`config.mk`:
```
export PLATFORM = sky130hd
export DESIGN_NAME = load_merge
export DESIGN_NICKNAME = d
export VERILOG_FILES = /design/src/ram_pkg.sv /design/src/load_merge.sv
export SDC_FILE = /design/constraint.sdc
export NUM_CORES = 1
export LEC_CHECK = 0
export BUFFER_PORTS_ARGS = -buffer_cell sky130_fd_sc_hd__buf_2
export CAP_MARGIN = 10
export CORE_MARGIN = 5
export CORE_UTILIZATION = 27
export DETAILED_ROUTE_END_ITERATION = 16
export SLEW_MARGIN = 20
export SYNTH_ARGS = -nofsm -noshare
export SYNTH_HDL_FRONTEND = slang
export SYNTH_SLANG_ARGS = --single-unit
```
`constraint.sdc`:
```
create_clock -name vclk -period 0.8
set_input_delay 0.04 -clock vclk [all_inputs]
set_output_delay 0.04 -clock vclk [all_outputs]
set_load 0.02 [all_outputs]
```
`src/ram_pkg.sv`:
```
package ram_pkg;

    // ====================
    // Sizes
    // ====================

    localparam int NUM_BANKS  = 4;   // One bank per byte of the data word
    localparam int MAX_ADDR_W = 16;  // Widest byte address the request can carry

    // ====================
    // Data word
    // ====================

    typedef union packed {
        logic [31:0]                word;   // Whole word as seen on the AXI side
        logic [NUM_BANKS-1:0][7:0]  bytes;  // Byte lanes, lane 0 is the least significant
    } mem_word_u;

    typedef enum logic [1:0] {
        WIDTH_BYTE = 2'd0,
        WIDTH_HALF = 2'd1,
        WIDTH_WORD = 2'd2
    } access_width_e;

    // ====================
    // Requests and bank commands
    // ====================

    typedef struct packed {
        logic                    valid;
        logic                    write;
        logic [MAX_ADDR_W-1:0]   addr;   // Byte address, upper bits zero for smaller memories
        access_width_e           width;
        mem_word_u               wdata;  // Store data sits in the low lanes
    } mem_req_s;

    typedef struct packed {
        logic                    we;
        logic                    re;
        logic [MAX_ADDR_W-3:0]   row;    // Word row inside the bank
        logic [7:0]              data;
    } bank_cmd_s;

    localparam logic [1:0] RESP_OKAY   = 2'b00;
    localparam logic [1:0] RESP_SLVERR = 2'b10;

endpackage

```
`src/load_merge.sv`:
```
module load_merge (
    input  logic [ram_pkg::NUM_BANKS-1:0][7:0]  bank_bytes,
    input  logic [1:0]                          lane_offset,
    output ram_pkg::mem_word_u                  merged
);

    // ====================
    // Byte rotation
    // ====================

    // Result byte j is the byte at address + j, which lives in bank (offset + j) mod 4
    always_comb begin
        logic [1:0] src;

        merged = '0;
        for (int j = 0; j < ram_pkg::NUM_BANKS; j++) begin
            src              = lane_offset + 2'(j);  // Two-bit sum wraps across the banks
            merged.bytes[j]  = bank_bytes[src];
        end
    end

endmodule

```
Word-level counts from Yosys, hierarchy flattened
Cells that the tools add are included.
- flip-flop bits (word level): 0
- bits in latches: 0
- bits in writable memories: 0
- memory bits (read-only): 0
- bits of input ports: 34
- memories kept: 0
- add/subtract/negate cells: 3
- $mul: 0
- divide/modulo/power cells: 0
- magnitude comparators: 4
- equal/unequal tests: 0
- shift operators: 0
- mux-type cells: 8
- bitwise gates (word level): 0
- reduce and logical (&&, ||, !) cells: 0
- operator list (operator ; number):
    $bmux W8 S2 ; 4
    $mux W8 ; 4
    $lt A2 B3 Y1 const B ; 4
    $add A2 B2 Y2 const B ; 2
    $add A2 B1 Y2 const B ; 1

Depth between registers and ports, before layout
- depth after elaboration: 3
- gate-level depth with buffers: 4

Worst setup path before layout
Ideal clock, no wire load.
- kind: input to output
- start: input lane_offset[1]
- end: output merged[0] (netlist bit)
- arrival: 861 ps
- data required time: 760 ps
- slack: -101 ps
- cell stages on the path: 3
- path buffers: 2
- path through: buf_6 -> buf_8 -> mux4_2
- RTL lines (what ; RTL line ; RTL):
    start, declared ; load_merge.sv:3 ; input logic [1:0] lane_offset,
    end, declared ; load_merge.sv:4 ; output ram_pkg::mem_word_u merged

==> results by stage <==
STA:
- Across all setup checks in the final design, the least slack found is -0.1924 ns.
- Setup repair after global routing could not meet its margin everywhere.
- The highest clock rate is 1.008 GHz.
- The post-layout minimum cycle time is 0.9924 ns.
- The number of pins with negative max-slew slack in the final report is 0.
- Setup violations remaining at the end of the flow were counted as 32.
- The tightest slew margin relative to the limit is 92.18%.
- The number of failing hold endpoints at the final stage is 0.
- The final critical-path share of the clock period is 124.0%.
- The transition time at the pin with the least slew margin is 0.1181 ns.

Cells and area:
- Fill cells in the final layout number 274.
- The net count of the finished layout is 154.
- Leaving out fill and tap cells, the most frequent cell in the layout is sky130_fd_sc_hd__buf_2.
- After layout, the clock buffer instance count stands at 0.
- The number of inserted diodes is 0.
- The share of cells above drive strength 1 is 99.15%.
- Summing all non-filler instances in the final layout gives an area of 1598 um2.
- The total area of sequential cells is 0 um2.
- The number of flip-flops and latches is 0.
- The library cells used most frequently in the layout, excluding fill and tap cells, are sky130_fd_sc_hd__buf_2 (33), sky130_fd_sc_hd__mux4_2 (31), sky130_fd_sc_hd__buf_6 (31).
- The signed area change from the synthesized netlist to the final layout is 92.03%.

Placed design:
- Once placement finished, the instance area stood at 1201 um2.
- Routability-driven placement finished with a final weighted congestion of 0.7165.
- The worst slack at placement is -0.3295 ns.
- The estimated wirelength of the detail-placed design is 1935 um.
- The number of buffers added on ports is 66.

Worst setup path:
- The critical path endpoint category is a primary output.
- The worst setup path category is input port to primary output.
- Data on the critical path is required at its endpoint by 0.76 ns.
- The worst setup path is launched from an input port.
- The arrival time at the worst endpoint is 0.95 ns.
- Of all nets on the critical path, the largest fanout is 7.

Pwr:
- Dividing total power by cell area gives a power density of 810.0 nW/um2.
- The leakage power figure is 0.6888 nW.
- The total design power is 0.001294 W.
- IR analysis of the VDD net gives a maximum drop of 0.0003776 V.

Synth:
- The number of standard cells after synthesis is 40.
- The post-synth design cell area is 832.0 um2.
- In this run, distinct cell masters in the synthesized netlist total 6.
- The share of Yosys cell area claimed by the top area cell type is 78.50%.
- By area the synthesized netlist is led by sky130_fd_sc_hd__mux4_2 (78%), sky130_fd_sc_hd__mux4_1 (9.5%), sky130_fd_sc_hd__buf_12 (4.8%).
- The post-synthesis net count is 74.
- The post-synthesis average cell area is 20.80 um2.
- The sequential element share of the synthesized area is 0%.
- The number of synthesis warnings is 0.
- The synthesized design spends more area on one cell type than any other, namely sky130_fd_sc_hd__mux4_2.

Drt:
- After detailed routing, the total wire length is 2650 um.
- The first TritonRoute pass finished after 2 iterations.
- The average wire per cell in the routed design is 17.55 um.
- The final route contains 833 vias.
- The DRC violations left is 0.
- After the first detailed-routing iteration, the DRC count stood at 50.
- In the routed layout, each cell is associated on average with a via count of 5.517.
- In this run the remaining antenna-violating nets after routing total 0.

Hold path:
- The worst hold path belongs to the class input port to primary output.
- The worst hold path was traced through 3 stages.
- The worst-case hold path end point is merged[7].
- The startpoint identified for the worst hold timing path is bank_bytes[7].

Global routing:
- The initial antenna violation count was 0.
- The number of global-route vias before repair is 867.
- For this run, the total global-route usage over all layers was measured as 11.94%.
- The largest net degree at the start of global routing is 8.
- The wire length of the first global-routing pass is 4105 um.
- The leftover overflow at the end of global routing is 0.

Floorplanning:
- The die covers 4292 um2.
- In this run the standard cell core region covers 3003 um2.
- Measured along the x axis, the die boundary spans 65.51 um.
- The die extent in y is 65.51 um.
- The site row count is 20.
- The I/O pin count is 66.
- The starting density of the core is 27.71%.

Flow run:
- The max-capacitance violation count is 0.

Status:
- The checks that failed: negative setup slack.
- The flow ran to the end, but the final reports show violations.
per-stage QoR:
stage	instances	util, %	hold WS, ns	TNS [ns]
6_report	151	53.21	0.5292	-5.359
5_1_grt	151	53.21	0.5419	-6.240
4_1_cts	149	51.38	0.5306	-5.516
3_5_place_dp	140	40.00	0.5446	-8.986
3_3_place_gp	140	40.00	0.5461	-8.717
2_1_floorplan	40	-	0.3618	-2.272
worst max path at each step:
stage,from,to,slack [ns],cells after the start
after floorplan,lane_offset[1],merged[0],-0.09,3
after global placement,lane_offset[0],merged[31],-0.31,4
after detailed placement,lane_offset[0],merged[19],-0.33,4
after CTS,lane_offset[0],merged[11],-0.20,4
after global routing,lane_offset[0],merged[31],-0.22,4
final,lane_offset[0],merged[14],-0.19,4
cell families (layout without fill, tap and decap cells):
kind of cell           after synthesis  after routing  share of synthesized area, %
muxes                               32             32                         87.97
buffers and inverters                8             86                         12.03
report_power, final:
| part | internal [W] | total (W) | switching, W | leakage, nW |
|---|---|---|---|---|
| clock network | 0 | 0 | 0 | 0 |
| registers | 0 | 0 | 0 | 0 |
| logic | 0.000755 | 0.00129 | 0.000540 | 0.689 |
repair_timing:
action	CTS	global route
hold endpoints to repair	0	0
endpoints found under the setup margin	32	32
gates cloned	3	0
setup buffers	6	2
hold buffers	0	0
resized for setup	69	11
layout make-up:
type                            count  area [um2]  share of cell area [%]
Multi-Input combinational cell     32       724.4                   45.34
Timing Repair Buffer               86       832.0                   52.08
Tap cell                           33       41.29                   2.584
worst max-delay path: stages:
cell and delay, ns:
sky130_fd_sc_hd__buf_16 0.13, sky130_fd_sc_hd__buf_12 0.12, sky130_fd_sc_hd__mux4_2 0.51, sky130_fd_sc_hd__buf_6 0.15
routing by layer:
layer	global-route usage, %	vias to the layer above	share of wire, %
met5	0	-	0
met4	0	0	0
met3	2.564	0	9.1
met2	23.89	35	58
met1	13.57	427	33
li1	-	371	-
synth_stat cells (all sizes together):
| master | count |
|---|---|
| mux4 | 32 |
| buf | 8 |
No activity file was read; power rests on OpenSTA's default activity.
