`config.mk`:
```
export PLATFORM = sky130hd
export DESIGN_NAME = axil_front
export DESIGN_NICKNAME = d
export VERILOG_FILES = /design/src/ram_pkg.sv /design/src/axil_front.sv
export SDC_FILE = /design/constraint.sdc
export NUM_CORES = 1
export LEC_CHECK = 0
export BUFFER_PORTS_ARGS = -buffer_cell sky130_fd_sc_hd__buf_4
export CORE_MARGIN = 4
export CORE_UTILIZATION = 45
export DETAILED_ROUTE_END_ITERATION = 10
export PLACE_DENSITY = 0.93
export SETUP_SLACK_MARGIN = 0.15
export SYNTH_ARGS = -nofsm -noshare
export SYNTH_HDL_FRONTEND = slang
export SYNTH_SLANG_ARGS = --single-unit
```
`constraint.sdc`:
```
create_clock -name clk -period 7.95 [get_ports clk]
set_input_delay 0.3975 -clock clk [delete_from_list [all_inputs] [get_ports clk]]
set_output_delay 0.3975 -clock clk [all_outputs]
set_load 0.03 [all_outputs]
```
`src/ram_pkg.sv`:
```
package ram_pkg;

    // ====================
    // Sizes
    // ====================

    localparam int NUM_BANKS  = 4;   // One bank per byte of the data word
    localparam int MAX_ADDR_W = 16;  // Widest byte address the request can carry

    // ====================
    // Data word
    // ====================

    typedef union packed {
        logic [31:0]                word;   // Whole word as seen on the AXI side
        logic [NUM_BANKS-1:0][7:0]  bytes;  // Byte lanes, lane 0 is the least significant
    } mem_word_u;

    typedef enum logic [1:0] {
        WIDTH_BYTE = 2'd0,
        WIDTH_HALF = 2'd1,
        WIDTH_WORD = 2'd2
    } access_width_e;

    // ====================
    // Requests and bank commands
    // ====================

    typedef struct packed {
        logic                    valid;
        logic                    write;
        logic [MAX_ADDR_W-1:0]   addr;   // Byte address, upper bits zero for smaller memories
        access_width_e           width;
        mem_word_u               wdata;  // Store data sits in the low lanes
    } mem_req_s;

    typedef struct packed {
        logic                    we;
        logic                    re;
        logic [MAX_ADDR_W-3:0]   row;    // Word row inside the bank
        logic [7:0]              data;
    } bank_cmd_s;

    localparam logic [1:0] RESP_OKAY   = 2'b00;
    localparam logic [1:0] RESP_SLVERR = 2'b10;

endpackage

```
`src/axil_front.sv`:
```
module axil_front #(
    parameter int ADDR_W = 16
) (
    input  logic                 clk,
    input  logic                 rst_n,
    input  logic                 awvalid,
    output logic                 awready,
    input  logic [ADDR_W-1:0]    awaddr,
    input  logic                 wvalid,
    output logic                 wready,
    input  logic [31:0]          wdata,
    input  logic [3:0]           wstrb,
    output logic                 bvalid,
    input  logic                 bready,
    output logic [1:0]           bresp,
    input  logic                 arvalid,
    output logic                 arready,
    input  logic [ADDR_W-1:0]    araddr,
    output logic                 rvalid,
    input  logic                 rready,
    output logic [31:0]          rdata,
    output logic [1:0]           rresp,
    input  ram_pkg::mem_word_u   merged,
    output ram_pkg::mem_req_s    req
);

    typedef enum logic [1:0] {
        ST_IDLE,
        ST_ISSUE,
        ST_WRESP,
        ST_RRESP
    } state_e;

    state_e                            state_q;
    logic                              idle;
    logic                              wr_fire;
    logic                              rd_fire;
    logic                              strb_ok;
    ram_pkg::access_width_e            strb_width;
    logic                              req_valid_q;
    logic                              req_write_q;
    logic [ram_pkg::MAX_ADDR_W-1:0]    req_addr_q;
    ram_pkg::access_width_e            req_width_q;
    ram_pkg::mem_word_u                req_wdata_q;
    ram_pkg::mem_word_u                rdata_q;
    logic                              rd_held_q;
    logic [1:0]                        bresp_q;

    // ====================
    // Handshakes
    // ====================

    assign idle    = (state_q == ST_IDLE);
    assign awready = idle && (wvalid || !awvalid);     // AW never completes without W
    assign wready  = idle && (awvalid || !wvalid);
    assign arready = idle && !(awvalid && wvalid);     // Write wins a tie
    assign wr_fire = idle && awvalid && wvalid;
    assign rd_fire = arvalid && arready;

    always_comb begin
        strb_ok    = 1'b1;
        strb_width = ram_pkg::WIDTH_BYTE;
        case (wstrb)
            4'b0001: strb_width = ram_pkg::WIDTH_BYTE;
            4'b0011: strb_width = ram_pkg::WIDTH_HALF;
            4'b1111: strb_width = ram_pkg::WIDTH_WORD;
            default: strb_ok = 1'b0;
        endcase
    end

    // ====================
    // Control FSM
    // ====================

    always_ff @(posedge clk or negedge rst_n) begin
        if (!rst_n) begin
            state_q     <= ST_IDLE;
            req_valid_q <= 1'b0;
            rd_held_q   <= 1'b0;
        end else begin
            req_valid_q <= 1'b0;
            case (state_q)
                ST_IDLE: begin
                    if (wr_fire) begin
                        if (strb_ok) begin
                            state_q     <= ST_ISSUE;
                            req_valid_q <= 1'b1;
                        end else begin
                            state_q <= ST_WRESP;  // Rejected store never reaches the banks
                        end
                    end else if (rd_fire) begin
                        state_q     <= ST_ISSUE;
                        req_valid_q <= 1'b1;
                    end
                end
                ST_ISSUE: begin
                    state_q <= req_write_q ? ST_WRESP : ST_RRESP;
                end
                ST_WRESP: begin
                    if (bready) begin
                        state_q <= ST_IDLE;
                    end
                end
                ST_RRESP: begin
                    rd_held_q <= 1'b1;
                    if (rready) begin
                        state_q   <= ST_IDLE;
                        rd_held_q <= 1'b0;
                    end
                end
                default: state_q <= ST_IDLE;
            endcase
        end
    end

    always_ff @(posedge clk) begin
        if (wr_fire || rd_fire) begin
            req_write_q                <= wr_fire;
            req_addr_q                 <= '0;
            req_addr_q[ADDR_W-1:0]     <= wr_fire ? awaddr : araddr;
            req_width_q                <= strb_width;
            req_wdata_q.word           <= wdata;
        end
        if (wr_fire) begin
            bresp_q <= strb_ok ? ram_pkg::RESP_OKAY : ram_pkg::RESP_SLVERR;
        end
        if (state_q == ST_RRESP && !rd_held_q) begin
            rdata_q <= merged;  // Freeze the word on the first response cycle
        end
    end

    always_comb begin
        req.valid = req_valid_q;
        req.write = req_write_q;
        req.addr  = req_addr_q;
        req.width = req_width_q;
        req.wdata = req_wdata_q;
    end

    assign bvalid = (state_q == ST_WRESP);
    assign rvalid = (state_q == ST_RRESP);
    assign bresp  = bresp_q;
    assign rresp  = ram_pkg::RESP_OKAY;
    assign rdata  = rd_held_q ? rdata_q.word : merged.word;

endmodule

```
# ---- After elaboration in Yosys (flattened, before gate mapping)
# Cells that the tools add are included.
# W data, S select, Z words.
dict set report word_totals {
  regBits 89
  in_bits 107
  output_inout_bits 93
  wordCells 53
}
dict set report op_classes {
  n_eq_ne 9
  mux 17
  n_reduce_logical 18
}
# operator count
set op_table {}
lappend op_table {{$mux W32} 1}
lappend op_table {{$mux W16} 1}
lappend op_table {{$mux W2} 6}
lappend op_table {{$logic_and A1 B1 Y1} 8}
lappend op_table {{$pmux W2 S4} 1}
lappend op_table {{$mux W1} 7}
lappend op_table {{$eq A2 B2 Y1 const B} 2}
lappend op_table {{$eq A4 B1 Y1 const B} 1}
lappend op_table {{$eq A4 B2 Y1 const B} 1}
lappend op_table {{$eq A4 B4 Y1 const B} 1}
lappend op_table {{$logic_not A1 Y1} 4}
lappend op_table {{$ne A2 B1 Y1 const B} 2}
lappend op_table {{$pmux W2 S2} 1}
lappend op_table {{$logic_or A1 B1 Y1} 3}
lappend op_table {{$ne A3 B1 Y1 const B} 1}
lappend op_table {{$reduce_and A3 Y1} 1}
lappend op_table {{$reduce_or A3 Y1} 1}
lappend op_table {{$eq A2 B1 Y1 const B} 1}
lappend op_table {{$logic_not A2 Y1} 1}

# ---- Depth between registers and ports, before layout
dict set report depth {
  word_depth 7
  ltp_mapped 5
  ltp_nobuf 3
}

# ---- Worst setup path after synthesis
# No wires, ideal clock.
dict set report synth_path {
  path_type {register to register}
  start {register state_q[1]}
  end {register rdata_q[0] (netlist name), enable pin}
  setup_ns 0.425
  arrival_time_ns 2.259
  required_ns 7.525
  path_slack_ns 5.266
  stages_incl_launch_ff 3
  n_path_buf 0
  period_less_slack_ns 2.684
  path_cell_list {dfrtp_1 > and2_1 > nor2b_1}
}
dict set report synth_between {
  elab_chain_cells 2
}
# item line
set synth_lines {}
lappend synth_lines {{start: declaration} axil_front.sv:34} ;# state_e state_q;
lappend synth_lines {{start signal: assignment} axil_front.sv:97} ;# state_q <= req_write_q ? ST_WRESP : ST_RRESP;
lappend synth_lines {{$eq A2 B2 Y1} --}
lappend synth_lines {{net rvalid} axil_front.sv:19} ;# output logic rvalid,
lappend synth_lines {{$logic_and A1 B1 Y1} axil_front.sv:127} ;# if (state_q == ST_RRESP && !rd_held_q) begin
lappend synth_lines {{end signal: assignment} axil_front.sv:128} ;# rdata_q <= merged;
lappend synth_lines {{end: declaration} axil_front.sv:45} ;# ram_pkg::mem_word_u rdata_q;
# The timed path passes the listed nets, and every way through them passes these cells.
# A chain may end at the register's enable or synchronous reset.

# ---- Worst setup path after layout
dict set report layout_path {
  start {register state_q[1]}
  end {register req_wdata_q[1] (netlist name), enable pin}
}
dict set report layout_between {
  elab_chain_cells 4
  elab_cells_between_ends 6
  cone_classes {6 x reduce/logical}
}
# item line
set layout_lines {}
lappend layout_lines {{$logic_not A2 Y1 *} axil_front.sv:53} ;# assign idle = (state_q == ST_IDLE);
lappend layout_lines {{$logic_and A1 B1 Y1 (on tied branches)} {axil_front.sv:57, axil_front.sv:56}}
lappend layout_lines {{$logic_and A1 B1 Y1 (on tied branches)} {axil_front.sv:57, axil_front.sv:58}}
lappend layout_lines {{$logic_or A1 B1 Y1 *} axil_front.sv:117} ;# if (wr_fire || rd_fire) begin
lappend layout_lines {{end: declaration} axil_front.sv:44} ;# ram_pkg::mem_word_u req_wdata_q;
# Mark *: on every way between the ends. The rest lies on a longest branch, timed or not.

==> reports/results.ini <==
[timing]
max_freq_mhz=431
maxSlewViolCount=0
setup_viol=0
timing.hold.ws_ns=0.208
skew_ns=0.00999
layout_min_cycle_time_ns=2.32
worst_slack_ns=5.63
finalSetupTns_ns=0
rsz0062_at_grt=false
hold_viol=0
fin_crit_sh_pct=29.2
worstMarginPinSlew_ns=1.03
timing.slew.headroom_pct=31.5

[die]
start_util_pct=46.9
dieWidth_um=95.7
die_y_um=95.7
row_count=31
core_um2=7370
pin_count=200
die-area_um2=9150

[worst_setup_path]
required_ns=7.92
endpoint_kind=flip-flop
max_stage_delay_ns=0.75
path_buf_inv=1
rr_startpoint=state_q[1]
crit_family=buffers and inverters
crit_chain=or2_1 > or2_2 > inv_2
worstSetupStartpoint=state_q[1]
crit_cells=3
startpoint_type=flip-flop
crit_path_top_delay_cell=inv_2
r2r_cells=3
crit_path_max_fanout=51
r2r_end=req_wdata_q[1]
arrival_ns=2.29
endpoint=req_wdata_q[1]
reg2reg_slack_ns=5.63
critPathKind=reg2reg

[cells_and_area]
n_fill_cell=473
final_area_um2=5200
drive_gt1_share_pct=70.1
area.growth.synth_to_final_pct=50.3
regArea_um2=2620
multi_input_area_um2=746
nets=483
diodes=0

[yosys]
ys_seq_area_share_pct=75.9
synth.avg_cell_area_um2=19.8
yosysTopAreaCell=edfxtp_1
netlist_top_cells_area=edfxtp_1, mux2_2, mux2_4
ys_seq_elements=88
syn_inst=175
synth-main-ff-cell=edfxtp_1
synth_cell_types=25
synth_edf_count=84
async_flop_share_pct=4.55
synth_top_area_share_pct=73.0
synth_common_cells=edfxtp_1, mux2_2, mux2_4
synth_area_um2=3460
yosysWarnings=0
yosysMostFrequentCell=edfxtp_1

[routing]
post_drt_wl_per_cell_um=17.7
drc_errors=0
avgViaCountPerCell=4.76
antenna_left=0
vias=2284
initialDrtViolationCount=40
wl_um=8500
drt-pass1-iter-count=4

[power]
total_power_mw=1.64
vdd_drop_max_mv=0.251
power_density_nw_per_um2=316
leakage_nw=2.20

[clock_tree]
cts-resized-gates=0
cts_buffers=9
cts_tree=done
htree_levels=3
cts.sinks=88
cts_setup_buffers=0
clk_latency_ns=0.36
cts_hold_buf=1
cts.path.max_buffers=2
root_buffer=clkbuf_8
cts.clk_slew.worst_paths_ns=0.10

[grt]
grt_pass1_wl_um=12300
antenna_found_initial=0
grt-ovfl-total=0
track_usage_pct=18.6
grt_pass1_vias=2448
grt_max_degree=52

[placement]
dpl-instance-area_um2=4990
portBuffers=196
hpwl_um=6710
dp_slack_ns=5.62
globalplace.congestion=0.733

[outcome]
status=completed

[flow_run]
cap_violations=0

[worst_hold_path]
hold_class=in2reg
hp-start=wdata[2]

==> report_power, final <==
group	switching (mW)	leakage, nW	internal [mW]
Combinational	0.426	1.28	0.271
Clock	0.171	0.101	0.123
Sequential	0.0277	0.823	0.623
Total	0.624	2.20	1.02
==> cells by family (layout without fill, tap and decap cells) <==
family | after synthesis | after routing | share of synthesized area (%)
compound gates | 9 | 9 | 1.48
buf+inv | 14 | 218 | 2.86
flops | 88 | 88 | 75.9
mux | 50 | 50 | 17.2
other cells | 1 | 3 | 0.108
simple gates | 13 | 13 | 2.46
==> placed cells by master, fill, tap and decap left out, drive strengths merged, types with 2 or more instances in the layout <==
master / instances
dfrtp: 4
clkbuf: 9
buf: 198
conb: 3
or2: 2
nor2b: 2
nand2: 2
mux2: 49
a21oi: 6
nor2: 4
inv: 6
clkinv: 4
edfxtp: 84
==> through the flow <==
stage	cells	utilization (%)
CTS	480	70.5
global route	480	70.5
floorplan	177	-
finish	480	70.5
global placement	463	67.7
detailed placement	463	67.7
==> flip-flops by register name, indices dropped and copies added (netlist names) <==
name,cells
req_write_q,1
bresp,1
req_wdata_q,32
req_width_q,2
req_valid_q,1
state_q,2
req_addr_q,16
rd_held_q,1
rdata_q,32
==> area by class of cell <==
cell class                 instances  area share (%)
timing repair buffer             199            28.8
sequential                        88            50.5
tap                               99            2.38
clock buffer                       9            2.38
inverter                           3           0.217
clock inverter                     7            1.42
multi-input combinational         75            14.3
==> metal layers <==
layer / global-route usage, % / share of wire [%]
met5: 0 / 0
met4: 8.18 / 2.2
met3: 9.31 / 13
met2: 33.2 / 52
met1: 17.8 / 32
==> worst reg2reg max path, delay by kind of cell (launching register included) <==
kind | cells | cell delay [ns]
buffers and inverters | 1 | 0.75
DFF | 1 | 0.42
and+or+nand+nor | 2 | 0.75
==> how the worst min path moves through the flow <==
stage	slack [ns]	endpoint	depth (start not counted)
2_1_floorplan	0.10	rd_held_q	0
3_3_place_gp	0.20	rd_held_q	1
3_5_place_dp	0.20	rd_held_q	1
4_1_cts	0.20	req_wdata_q[2]	1
5_1_grt	0.17	req_wdata_q[29]	1
6_report	0.21	req_wdata_q[2]	1
Note: power is estimated with default switching activity, not from simulation.
