**config.mk**
```make
export PLATFORM = sky130hd
export DESIGN_NAME = lane_router
export DESIGN_NICKNAME = d
export VERILOG_FILES = /design/src/ram_pkg.sv /design/src/lane_router.sv
export SDC_FILE = /design/constraint.sdc
export NUM_CORES = 1
export LEC_CHECK = 0
export BUFFER_PORTS_ARGS = -buffer_cell sky130_fd_sc_hd__buf_2
export CELL_PAD_IN_SITES_DETAIL_PLACEMENT = 1
export CELL_PAD_IN_SITES_GLOBAL_PLACEMENT = 2
export CORE_ASPECT_RATIO = 0.9
export CORE_MARGIN = 1
export CORE_UTILIZATION = 22
export DETAILED_ROUTE_END_ITERATION = 6
export HOLD_SLACK_MARGIN = 0.08
export PLACE_DENSITY = 0.87
export SYNTH_ARGS = -nofsm -noshare
export SYNTH_HDL_FRONTEND = slang
export SYNTH_SLANG_ARGS = --single-unit
export TNS_END_PERCENT = 10
```
**constraint.sdc**
```tcl
create_clock -name clk -period 2.96 [get_ports clk]
set_input_delay 0.444 -clock clk [delete_from_list [all_inputs] [get_ports clk]]
set_output_delay 0.444 -clock clk [all_outputs]
set_load 0.005 [all_outputs]
```
**src/ram_pkg.sv**
```systemverilog
package ram_pkg;

    // ====================
    // Sizes
    // ====================

    localparam int NUM_BANKS  = 4;   // One bank per byte of the data word
    localparam int MAX_ADDR_W = 16;  // Widest byte address the request can carry

    // ====================
    // Data word
    // ====================

    typedef union packed {
        logic [31:0]                word;   // Whole word as seen on the AXI side
        logic [NUM_BANKS-1:0][7:0]  bytes;  // Byte lanes, lane 0 is the least significant
    } mem_word_u;

    typedef enum logic [1:0] {
        WIDTH_BYTE = 2'd0,
        WIDTH_HALF = 2'd1,
        WIDTH_WORD = 2'd2
    } access_width_e;

    // ====================
    // Requests and bank commands
    // ====================

    typedef struct packed {
        logic                    valid;
        logic                    write;
        logic [MAX_ADDR_W-1:0]   addr;   // Byte address, upper bits zero for smaller memories
        access_width_e           width;
        mem_word_u               wdata;  // Store data sits in the low lanes
    } mem_req_s;

    typedef struct packed {
        logic                    we;
        logic                    re;
        logic [MAX_ADDR_W-3:0]   row;    // Word row inside the bank
        logic [7:0]              data;
    } bank_cmd_s;

    localparam logic [1:0] RESP_OKAY   = 2'b00;
    localparam logic [1:0] RESP_SLVERR = 2'b10;

endpackage

```
**src/lane_router.sv**
```systemverilog
module lane_router #(
    parameter int ADDR_W = 16
) (
    input  logic                                          clk,
    input  logic                                          rst_n,
    input  ram_pkg::mem_req_s                             req,
    output ram_pkg::bank_cmd_s [ram_pkg::NUM_BANKS-1:0]   cmd,
    output logic [1:0]                                    lane_offset
);

    logic [1:0] lane_offset_q;

    // ====================
    // Per-bank commands
    // ====================

    always_comb begin
        logic [1:0]        idx;
        logic [ADDR_W-1:0] byte_addr;
        logic              in_width;

        for (int k = 0; k < ram_pkg::NUM_BANKS; k++) begin
            idx       = 2'(k) - req.addr[1:0];                     // Position of this bank's byte in the access
            byte_addr = req.addr[ADDR_W-1:0] + ADDR_W'(idx);   // Wraps at the top of memory

            case (req.width)
                ram_pkg::WIDTH_BYTE: in_width = (idx == 2'd0);
                ram_pkg::WIDTH_HALF: in_width = !idx[1];
                ram_pkg::WIDTH_WORD: in_width = 1'b1;
                default:             in_width = 1'b0;
            endcase

            cmd[k]                = '0;
            cmd[k].row[ADDR_W-3:0] = byte_addr[ADDR_W-1:2];
            cmd[k].we             = req.valid && req.write && in_width;
            cmd[k].re             = req.valid && !req.write;
            cmd[k].data           = req.wdata.bytes[idx];
        end
    end

    // The offset must line up with the bank output, one cycle after the request
    always_ff @(posedge clk or negedge rst_n) begin
        if (!rst_n) begin
            lane_offset_q <= 2'd0;
        end else if (req.valid && !req.write) begin
            lane_offset_q <= req.addr[1:0];
        end
    end

    assign lane_offset = lane_offset_q;

endmodule

```
# Yosys cells after proc, flatten, opt, wreduce, memory -nomap -nowiden
# Cells that the tools add are included.
# classes
n_addsub	8
n_lt_le_gt_ge	4
n_eq_ne	2
mux	12
n_reduce_logical	16
# ops
cell	count
16-bit by 2-bit adder with 16-bit output	4
8-bit binary-select mux with 2-bit select	4
8-bit two-way mux	4
2-bit by 3-bit less-than comparator with 1-bit output, second input constant	4
1-bit one-hot mux with 3 select lines	4
2-bit zero test	5
1-bit logical AND	6
1-bit zero test	5
1-bit by 2-bit subtractor with 2-bit output, first input constant	2
2-bit subtractor, first input constant	2
2-bit by 1-bit equality test with 1-bit output, second input constant	1
2-bit equality test, second input constant	1
# totals
ff_bits	2
in_bits	54
out_inout_bits	98

# Longest topological paths before layout
# Gate-level depths: netlist of run 1.
# logic_depth
word_depth	4
mapped_depth	9
depth_no_buf	6

# Least setup slack after synthesis of run 1
# Ideal clock, no wire load.
# synth_path
path_kind	input port to output port
from	input req[34] (netlist name)
to	output cmd[67] (netlist name)
arrival_ns	2.174
path_slack_ns	0.342
path_stages	9
n_path_buf	3
cell_sequence	buf_2 buf_2 inv_1 ha_1 buf_6 xor2_2 o21ai_2 nand4_1 xnor2_1
# synth_lines
element	line_no	source
start, declared	lane_router.sv:6	input ram_pkg::mem_req_s req,
end, declared	lane_router.sv:7	output ram_pkg::bank_cmd_s [ram_pkg::NUM_BANKS-1:0] cmd,

==> impl_results.md, run 1 <==
* Crit path kind: input pin to output port
* Ratio of cells with drive above 1 in the final layout at 62.4%
* Clock tree buffer depth at 2
* Flops & latches, synth at 2
* Comb pwr share at 75.5%
* Largest area contributor in the netlist: sky130_fd_sc_hd__mux4_2
* Crit path launch type: input pin
* Violation count after the first detailed-route iteration at 58
* TritonCTS sink count at 2
* Largest cells by area after synthesis: sky130_fd_sc_hd__mux4_2 (35%), sky130_fd_sc_hd__xnor2_1 (12%), sky130_fd_sc_hd__buf_4 (8.8%)
* Global-route wire length before repair at 11.5 mm
* Most common cell on crit path: sky130_fd_sc_hd__buf_2
* Final Net Count at 399
* Seq/Total Area, Yosys at 2.44%
* Total detailed-routing wirelength at 7.03 mm
* Die height at 93.6 um
* Status: complete, no violations
* Max capacitance violation total at 0
* Row Count at 33
* Number of library cell types mapped by synthesis at 37
* Clock root cell: sky130_fd_sc_hd__clkbuf_8
* Port Buf Inserts at 151
* Area of placed instances at 0.00272 sq mm
* Count of unresolved DRC violations after routing at 0
* Slowest cell on crit path: sky130_fd_sc_hd__o21ai_2
* Commonest non-fill, non-tap cell in the layout: sky130_fd_sc_hd__buf_2
* Top Ports at 152
* Final std cell area, no fill at 0.00277 sq mm
* Worst relative slew slack at 69.5%
* Pre-Repair DR Iteration Count at 4
* Placed Cells incl. Taps at 453
* Overall track demand over capacity in global routing at 14.8%
* Period minus WS final at 2.53 ns
* Min-Delay Path Class: flop to flop
* Final hold violation count at 0
* Count of mapped cells out of synthesis at 213
* Endpoint of the worst register-to-register path: lane_offset[1]
* CTS tree: built
* Initial core utilization at 22.6%
* Die W at 104 um
* Via count at 2132
* Remaining global-route overflow at 0
* Final weighted congestion in routability-driven placement at 0.763
* Commonest cells after routing, fill and taps aside: sky130_fd_sc_hd__buf_2 (151), sky130_fd_sc_hd__mux4_2 (32), sky130_fd_sc_hd__xnor2_1 (27), sky130_fd_sc_hd__nor2_1 (20), sky130_fd_sc_hd__nand2_1 (18)
* Clock network fraction of design power at 18.7%
* Growth of design area from synthesis to finish at 35.1%
* Critical path cell sequence: buf_2 -> inv_1 -> ha_1 -> xor2_2 -> o21ai_2 -> nand4_1 -> xnor2_1 -> buf_2
* Average wire per cell in the routed design at 15.4 um
* Ratio of final minimum period to clock period at 85.6%
* Layout Skew at 0 ns
* Clock-pin slew on the worst setup and hold paths at 0.03 ns
* Net switching fraction of the power at 40.1%
* Cell depth of the worst hold path at 2
* Ys Warns at 0
* Type of destination of the critical path: output port
* Final core utilization at 30.5%
* Number of global-route vias before repair at 2143
* R2R setup slack at 2.34 ns
* Critical Path RT at 2.52 ns
* Startpoint of the worst register-to-register path: lane_offset[1]
* Fin cells at 457
* Hold path startpoint: lane_offset[0]
* Total negative slack for setup checks at 0 ns
* Detailed placement HPWL at 5.87 mm
* Via count normalized by instance count at 4.67
* Synthesized Nets at 275
* Register-to-Register Path Depth at 2
* Netlist area before placement at 0.00205 sq mm
* Largest net degree at the start of global routing at 21
* Unrepaired setup endpoints after global routing: no
* Total setup violations reported at the end of the flow at 0
* Highest Clock Rate at 395 MHz
* Power dissipated by switching net loads at 0.225 mW
* Sequential group share of total power at 5.8%
* Die footprint at 0.00972 sq mm
* Antenna violation net count after detailed routing at 0
* Number of flip-flops under the largest register name at 2
* Data arrival time of the critical path at 2.09 ns
* Post-Syn Area per Cell at 9.63 sq um
* Internal power of the cells at 0.337 mW
* Largest stage delay on the critical path at 0.41 ns
* Share of the synthesized area in the top cell type at 35.1%
* Terminating pin of the worst hold path: lane_offset[0]
* Max H-tree Level at 1
* Crit path from: req[34]
* Number of diodes added for antenna fixing at 0
* Max-slew violation total from the final report at 0
* Clock Latency Late Sink at 0.20 ns
* Slew at the pin closest to its max-slew limit at 0.457 ns
* Inserted Clock Buffers at 3
* Power density relative to cell area at 203 mW/mm^2
* Core Region at 0.00908 sq mm
* Antenna violations before repair at 0
* Critical path fanouts, max at 6
* Peak supply drop at 0.0728 mV
* Static leakage power at 1.27 nW
-- metal layers --
metal	wire (um)	up-vias	track usage [%]
li1	-	998	-
met1	2970	1030	18.4
met2	3560	86	26.1
met3	268	18	1.81
met4	238	0	5.71
met5	0	-	0
-- stage by stage --
step | hold slack, ns | power, mW | setup slack [ns]
after floorplan | 0.148 | 0.292 | 0.342
after global placement | 0.237 | 0.455 | 0.462
after detailed placement | 0.233 | 0.463 | 0.432
after CTS | 0.483 | 0.575 | 0.428
after global routing | 0.511 | 0.613 | 0.239
final | 0.473 | 0.562 | 0.427
-- timing repair --
item	in CTS	in global routing
gates resized for setup	0	0
hold buffers	1	0
buffers inserted	0	0
endpoints found under the hold margin	2	0
-- layout make-up --
type | count | area, sq um
well taps | 122 | 153
fillers | 1132 | 6310
inverters | 3 | 11.3
flip-flops and latches | 2 | 50.0
clock buffers | 3 | 41.3
repair buffers | 159 | 818
multi-input cells | 168 | 1700
-- Yosys cell counts --
master                     number
sky130_fd_sc_hd__mux4_2        32
sky130_fd_sc_hd__xnor2_1       27
sky130_fd_sc_hd__buf_4         24
sky130_fd_sc_hd__nor2_1        20
sky130_fd_sc_hd__nand2_1       18
sky130_fd_sc_hd__nand3_1       12
sky130_fd_sc_hd__xor2_1        11
sky130_fd_sc_hd__buf_2          8
sky130_fd_sc_hd__ha_1           8
sky130_fd_sc_hd__nor3_1         6
sky130_fd_sc_hd__nand3_2        5
sky130_fd_sc_hd__buf_6          4
sky130_fd_sc_hd__nand4_1        4
sky130_fd_sc_hd__a21oi_1        3
sky130_fd_sc_hd__inv_1          3
sky130_fd_sc_hd__and3_1         2
sky130_fd_sc_hd__clkbuf_2       2
sky130_fd_sc_hd__dfrtp_1        2
sky130_fd_sc_hd__nand2b_1       2
sky130_fd_sc_hd__o21ai_0        2
sky130_fd_sc_hd__o22a_1         2
sky130_fd_sc_hd__a21o_4         1
sky130_fd_sc_hd__and2_1         1
sky130_fd_sc_hd__and2_4         1
sky130_fd_sc_hd__and3_4         1
sky130_fd_sc_hd__and4_1         1
sky130_fd_sc_hd__clkbuf_1       1
sky130_fd_sc_hd__clkbuf_8       1
sky130_fd_sc_hd__nand2_2        1
sky130_fd_sc_hd__nand2_4        1
sky130_fd_sc_hd__nand4_4        1
sky130_fd_sc_hd__nor2b_1        1
sky130_fd_sc_hd__nor4b_4        1
sky130_fd_sc_hd__o21ai_2        1
sky130_fd_sc_hd__or2_4          1
sky130_fd_sc_hd__xnor2_2        1
sky130_fd_sc_hd__xor2_2         1
-- kinds of logic after synthesis --
family,synth area share (%)
buffers and inverters,14.8
AO/OA/AOI/OAI,3.23
flip-flops,2.44
XOR/XNOR,17.8
AND/OR/NAND/NOR,21.7
adder cells (fa/ha/maj),4.88
multiplexers,35.1
-- worst max-delay path by stage --
stage	end	slack (ns)	cells after the start
after floorplan	cmd[67]	0.34	9
after global placement	cmd[67]	0.46	8
after detailed placement	cmd[67]	0.43	8
after CTS	cmd[67]	0.43	8
after global routing	cmd[67]	0.24	9
final	cmd[67]	0.43	8
-- critical path: cells and delay by family --
family	cells	cell delay, ns
AND/OR/NAND/NOR	1	0.17
buffers and inverters	3	0.33
adder cells (fa/ha/maj)	1	0.35
XOR/XNOR	2	0.37
AO/OA/AOI/OAI	1	0.41
-- power groups by stage --
stage	clock (mW)	combinational (mW)	sequential [mW]
global route	0.113	0.467	0.0330
detailed placement	0	0.430	0.0329
global placement	0	0.422	0.0329
floorplan	0	0.258	0.0333
finish	0.105	0.424	0.0326
CTS	0.109	0.434	0.0326
Power figures use the tool's default switching activity.
==> inputs of run 2 (changes only) <==
Settings changed: ABC_AREA set to 1, CORE_UTILIZATION 22 to 18, PLACE_DENSITY 0.87 to 0.88.
==> run 2 against run 1 <==
Net effect:
- sequential power about the same
- the run now ends with DRC left
- maximum frequency decreased by 4.3%
- core utilization down 4.0 points
- highest routed layer unchanged
- critical path depth increased by 3
- combinational power decreased by 5.4%
- design area shrank 0.54%
==> impl_results.md, run 2 <==
* Status: complete, but fails checks (was complete, no violations)
* Violated checks: DRC
* Die footprint at 0.0113 sq mm (was 0.00972 sq mm)
* Number of enable-type register cells in the synthesized netlist at 0 (unchanged)
* Commonest cells in the synthesized netlist: sky130_fd_sc_hd__nand2_1 (117), sky130_fd_sc_hd__o21ai_0 (34), sky130_fd_sc_hd__inv_1 (31) (was sky130_fd_sc_hd__mux4_2 (32), sky130_fd_sc_hd__xnor2_1 (27), sky130_fd_sc_hd__buf_4 (24))
* Number of diodes added for antenna fixing at 0 (unchanged)
* Share of the synthesized area in the top cell type at 22.5% (was 35.1%)
* Overall track demand over capacity in global routing at 13.8% (was 14.8%)
* Final weighted congestion in routability-driven placement at 0.804 (was 0.763)
* Remaining global-route overflow at 0 (unchanged)
* Antenna violations before repair at 0 (unchanged)
* Number of flip-flops under the largest register name at 2 (unchanged)
* Largest cells by area after synthesis: sky130_fd_sc_hd__nand2_1 (23%), sky130_fd_sc_hd__mux2i_1 (12%), sky130_fd_sc_hd__xor2_1 (12%) (was sky130_fd_sc_hd__mux4_2 (35%), sky130_fd_sc_hd__xnor2_1 (12%), sky130_fd_sc_hd__buf_4 (8.8%))
* Number of library cell types mapped by synthesis at 23 (was 37)
* Net switching fraction of the power at 42.1% (was 40.1%)
* Inserted Clock Buffers at 3 (unchanged)
* Count of mapped cells out of synthesis at 348 (was 213)
* Power density relative to cell area at 233 mW/mm^2 (was 203 mW/mm^2)
* Max capacitance violation total at 0 (unchanged)
* Global-route wire length before repair at 12.7 mm (was 11.5 mm)
* Clock tree buffer depth at 2 (unchanged)
* Clock Latency Late Sink at 0.22 ns (was 0.20 ns)
* CTS tree: built (unchanged)
* Growth of design area from synthesis to finish at 41.4% (was 35.1%)
* Die W at 112 um (was 104 um)
* Max H-tree Level at 1 (unchanged)
* Total detailed-routing wirelength at 8.15 mm (was 7.03 mm)
* Initial core utilization at 18.8% (was 22.6%)
* Largest area contributor in the netlist: sky130_fd_sc_hd__nand2_1 (was sky130_fd_sc_hd__mux4_2)
* Core Region at 0.0104 sq mm (was 0.00908 sq mm)
* Row Count at 35 (was 33)
* Via count normalized by instance count at 4.33 (was 4.67)
* Number of global-route vias before repair at 2716 (was 2143)
* Top Ports at 152 (unchanged)
* Commonest cells after routing, fill and taps aside: sky130_fd_sc_hd__buf_2 (151), sky130_fd_sc_hd__nand2_1 (117), sky130_fd_sc_hd__o21ai_0 (34), sky130_fd_sc_hd__inv_1 (31), sky130_fd_sc_hd__xor2_1 (27) (was sky130_fd_sc_hd__buf_2 (151), sky130_fd_sc_hd__mux4_2 (32), sky130_fd_sc_hd__xnor2_1 (27), sky130_fd_sc_hd__nor2_1 (20), sky130_fd_sc_hd__nand2_1 (18))
* Flip-flop cell with the highest count after synthesis: sky130_fd_sc_hd__dfrtp_1 (unchanged)
* Cell with the most instances after synthesis: sky130_fd_sc_hd__nand2_1 (was sky130_fd_sc_hd__mux4_2)
* Static leakage power at 1.62 nW (was 1.27 nW)
* Ys async rst share at 100% (unchanged)
* Clock root cell: sky130_fd_sc_hd__clkbuf_16 (was sky130_fd_sc_hd__clkbuf_8)
* Min-Delay Path Class: flop to flop (unchanged)
* Detailed placement HPWL at 6.87 mm (was 5.87 mm)
* Hold Slack at 0.494 ns (was 0.473 ns)
* Critical path fanouts, max at 19 (was 6)
* Unrepaired setup endpoints after global routing: no (unchanged)
* Layout Skew at 0 ns (unchanged)
* Post-CTS setup buffer count at 0 (unchanged)
* Data arrival time of the critical path at 2.20 ns (was 2.09 ns)
* Peak supply drop at 0.137 mV (was 0.0728 mV)
* Die height at 101 um (was 93.6 um)
* Critical path cell sequence: buf_2 -> clkinv_1 -> ha_1 -> buf_4 -> nand2_1 -> nand3_1 -> nand2_1 -> nand3_1 -> nand2_1 -> nand2_1 -> buf_2 (was buf_2 -> inv_1 -> ha_1 -> xor2_2 -> o21ai_2 -> nand4_1 -> xnor2_1 -> buf_2)
* Ratio of final minimum period to clock period at 89.4% (was 85.6%)
* Seq/Total Area, Yosys at 2.57% (was 2.44%)
* Flops & latches, synth at 2 (unchanged)
* TritonCTS sink count at 2 (unchanged)
* Crit path launch type: input pin (unchanged)
* Highest Clock Rate at 378 MHz (was 395 MHz)
* Post-Syn Area per Cell at 5.60 sq um (was 9.63 sq um)
* Max-slew violation total from the final report at 0 (unchanged)
* Via count at 2605 (was 2132)
* Type of destination of the critical path: output port (unchanged)
* Total negative slack for setup checks at 0 ns (unchanged)
* Resized Gates After CTS at 0 (unchanged)
* Total setup violations reported at the end of the flow at 0 (unchanged)
* Synthesized Nets at 410 (was 275)
* Clock-pin slew on the worst setup and hold paths at 0.03 ns (about the same)
* Pre-Repair DR Iteration Count at 6 (was 4)
* Largest stage delay on the critical path at 0.34 ns (was 0.41 ns)
* Worst relative slew slack at 70.8% (was 69.5%)
* Netlist area before placement at 0.00195 sq mm (was 0.00205 sq mm)
* Sequential group share of total power at 5.1% (was 5.8%)
* Largest net degree at the start of global routing at 30 (was 21)
* Violation count after the first detailed-route iteration at 52 (was 58)
* Period minus WS final at 2.65 ns (was 2.53 ns)
* Comb pwr share at 62.6% (was 75.5%)
* Average wire per cell in the routed design at 13.6 um (was 15.4 um)
* Final Net Count at 536 (was 399)
* Critical Path RT at 2.52 ns (about the same)
* Crit path kind: input pin to output port (unchanged)
* Port Buf Inserts at 151 (unchanged)
* Count of unresolved DRC violations after routing at 6 (was 0)
* Clock network fraction of design power at 32.3% (was 18.7%)
* Ratio of cells with drive above 1 in the final layout at 37.3% (was 62.4%)
* Final hold violation count at 0 (unchanged)
* Commonest non-fill, non-tap cell in the layout: sky130_fd_sc_hd__buf_2 (unchanged)
* Most common cell on crit path: sky130_fd_sc_hd__nand2_1 (was sky130_fd_sc_hd__buf_2)
* Internal power of the cells at 0.371 mW (was 0.337 mW)
* Antenna violation net count after detailed routing at 0 (unchanged)
* Ys Warns at 0 (unchanged)
* Filler cell count in the final layout at 1395 (was 1132)
* Power dissipated by switching net loads at 0.270 mW (was 0.225 mW)
* Slew at the pin closest to its max-slew limit at 0.437 ns (was 0.457 ns)
* Slowest cell on crit path: sky130_fd_sc_hd__nand2_1 (was sky130_fd_sc_hd__o21ai_2)
run 2: cell count changes after synthesis, moves of 4 or more:
cell                      before  now
sky130_fd_sc_hd__nor2_2        0    4
sky130_fd_sc_hd__xnor2_1      27    1
sky130_fd_sc_hd__xor2_1       11   27
sky130_fd_sc_hd__nand3_2       5    0
sky130_fd_sc_hd__nor2_4        0    4
sky130_fd_sc_hd__mux4_2       32    0
sky130_fd_sc_hd__buf_6         4    0
sky130_fd_sc_hd__mux2i_1       0   24
sky130_fd_sc_hd__inv_1         3   31
sky130_fd_sc_hd__o21ai_0       2   34
sky130_fd_sc_hd__nand2_1      18  117
sky130_fd_sc_hd__nand2_2       1    6
run 2: final timing paths:
path / depth (start not counted) / to / from / slack (ns)
worst max-delay path: 11 / cmd[19] / req[34] / 0.31
worst min-delay path: 2 / lane_offset[0] / lane_offset[0] / 0.49
worst max register to register: 2 / lane_offset[1] / lane_offset[1] / 2.32
worst min register to register: 2 / lane_offset[0] / lane_offset[0] / 0.49
max in group asynchronous: 2 / lane_offset[1] / rst_n / 2.33
min in group asynchronous: 2 / lane_offset[0] / rst_n / 0.53
run 2: what timing repair did:
| item | in CTS | in global routing |
|---|---|---|
| endpoints found under the setup margin | 0 | 0 |
| hold buffers | 1 | 0 |
| endpoints found under the hold margin | 2 | 0 |
run 2: per-layer routing:
metal | track usage (%) | vias to the layer above | share of wire [%]
met5 | 0 | - | 0
met4 | 3.22 | 0 | 1.5
met3 | 1.68 | 11 | 3.8
met2 | 27.3 | 53 | 53
met1 | 15.8 | 1221 | 42
li1 | - | 1320 | -
run 2: power by group through the flow:
stage / Combinational (mW) / Sequential, mW / Clock [mW]
3_5_place_dp: 0.408 / 0.0331 / 0
3_3_place_gp: 0.399 / 0.0327 / 0
2_1_floorplan: 0.223 / 0.0333 / 0
4_1_cts: 0.411 / 0.0329 / 0.212
5_1_grt: 0.451 / 0.0332 / 0.213
6_report: 0.401 / 0.0329 / 0.207
run 2: cell families (layout without fill, tap and decap cells):
family                     after synthesis  after routing  synth area share, %
buffers and inverters                   71            195                 18.7
adders and majority gates                8              8                 5.13
DFF                                      2              2                 2.57
xor gates and xnor gates                28             28                 12.6
and+or+nand+nor                        177            177                 39.0
AOI/OAI and AO/OA                       38             38                 9.76
muxes                                   24             24                 12.3
run 2: layout make-up:
class	count	area, sq um	area share [%]
clock buffers	3	75.1	2.72
inverters	35	131	4.77
multi-input cells	275	1540	55.7
flip-flops and latches	2	50.0	1.82
well taps	129	161	5.86
repair buffers	157	803	29.1
run 2: through the flow:
step	util (%)	instances	total power, mW	setup slack (ns)	cell area, sq um
floorplan	-	348	0.256	0.569	1950
global placement	25.7	597	0.432	0.333	2670
detailed placement	25.7	597	0.442	0.271	2670
CTS	26.6	601	0.656	0.271	2760
global route	26.6	601	0.697	0.0944	2760
finish	26.6	601	0.641	0.315	2760
run 2: critical path, delay by kind of cell:
kind                       cells  cell delay, ns
adders and majority gates      1            0.33
buffers and inverters          4            0.66
and+or+nand+nor                6            0.75
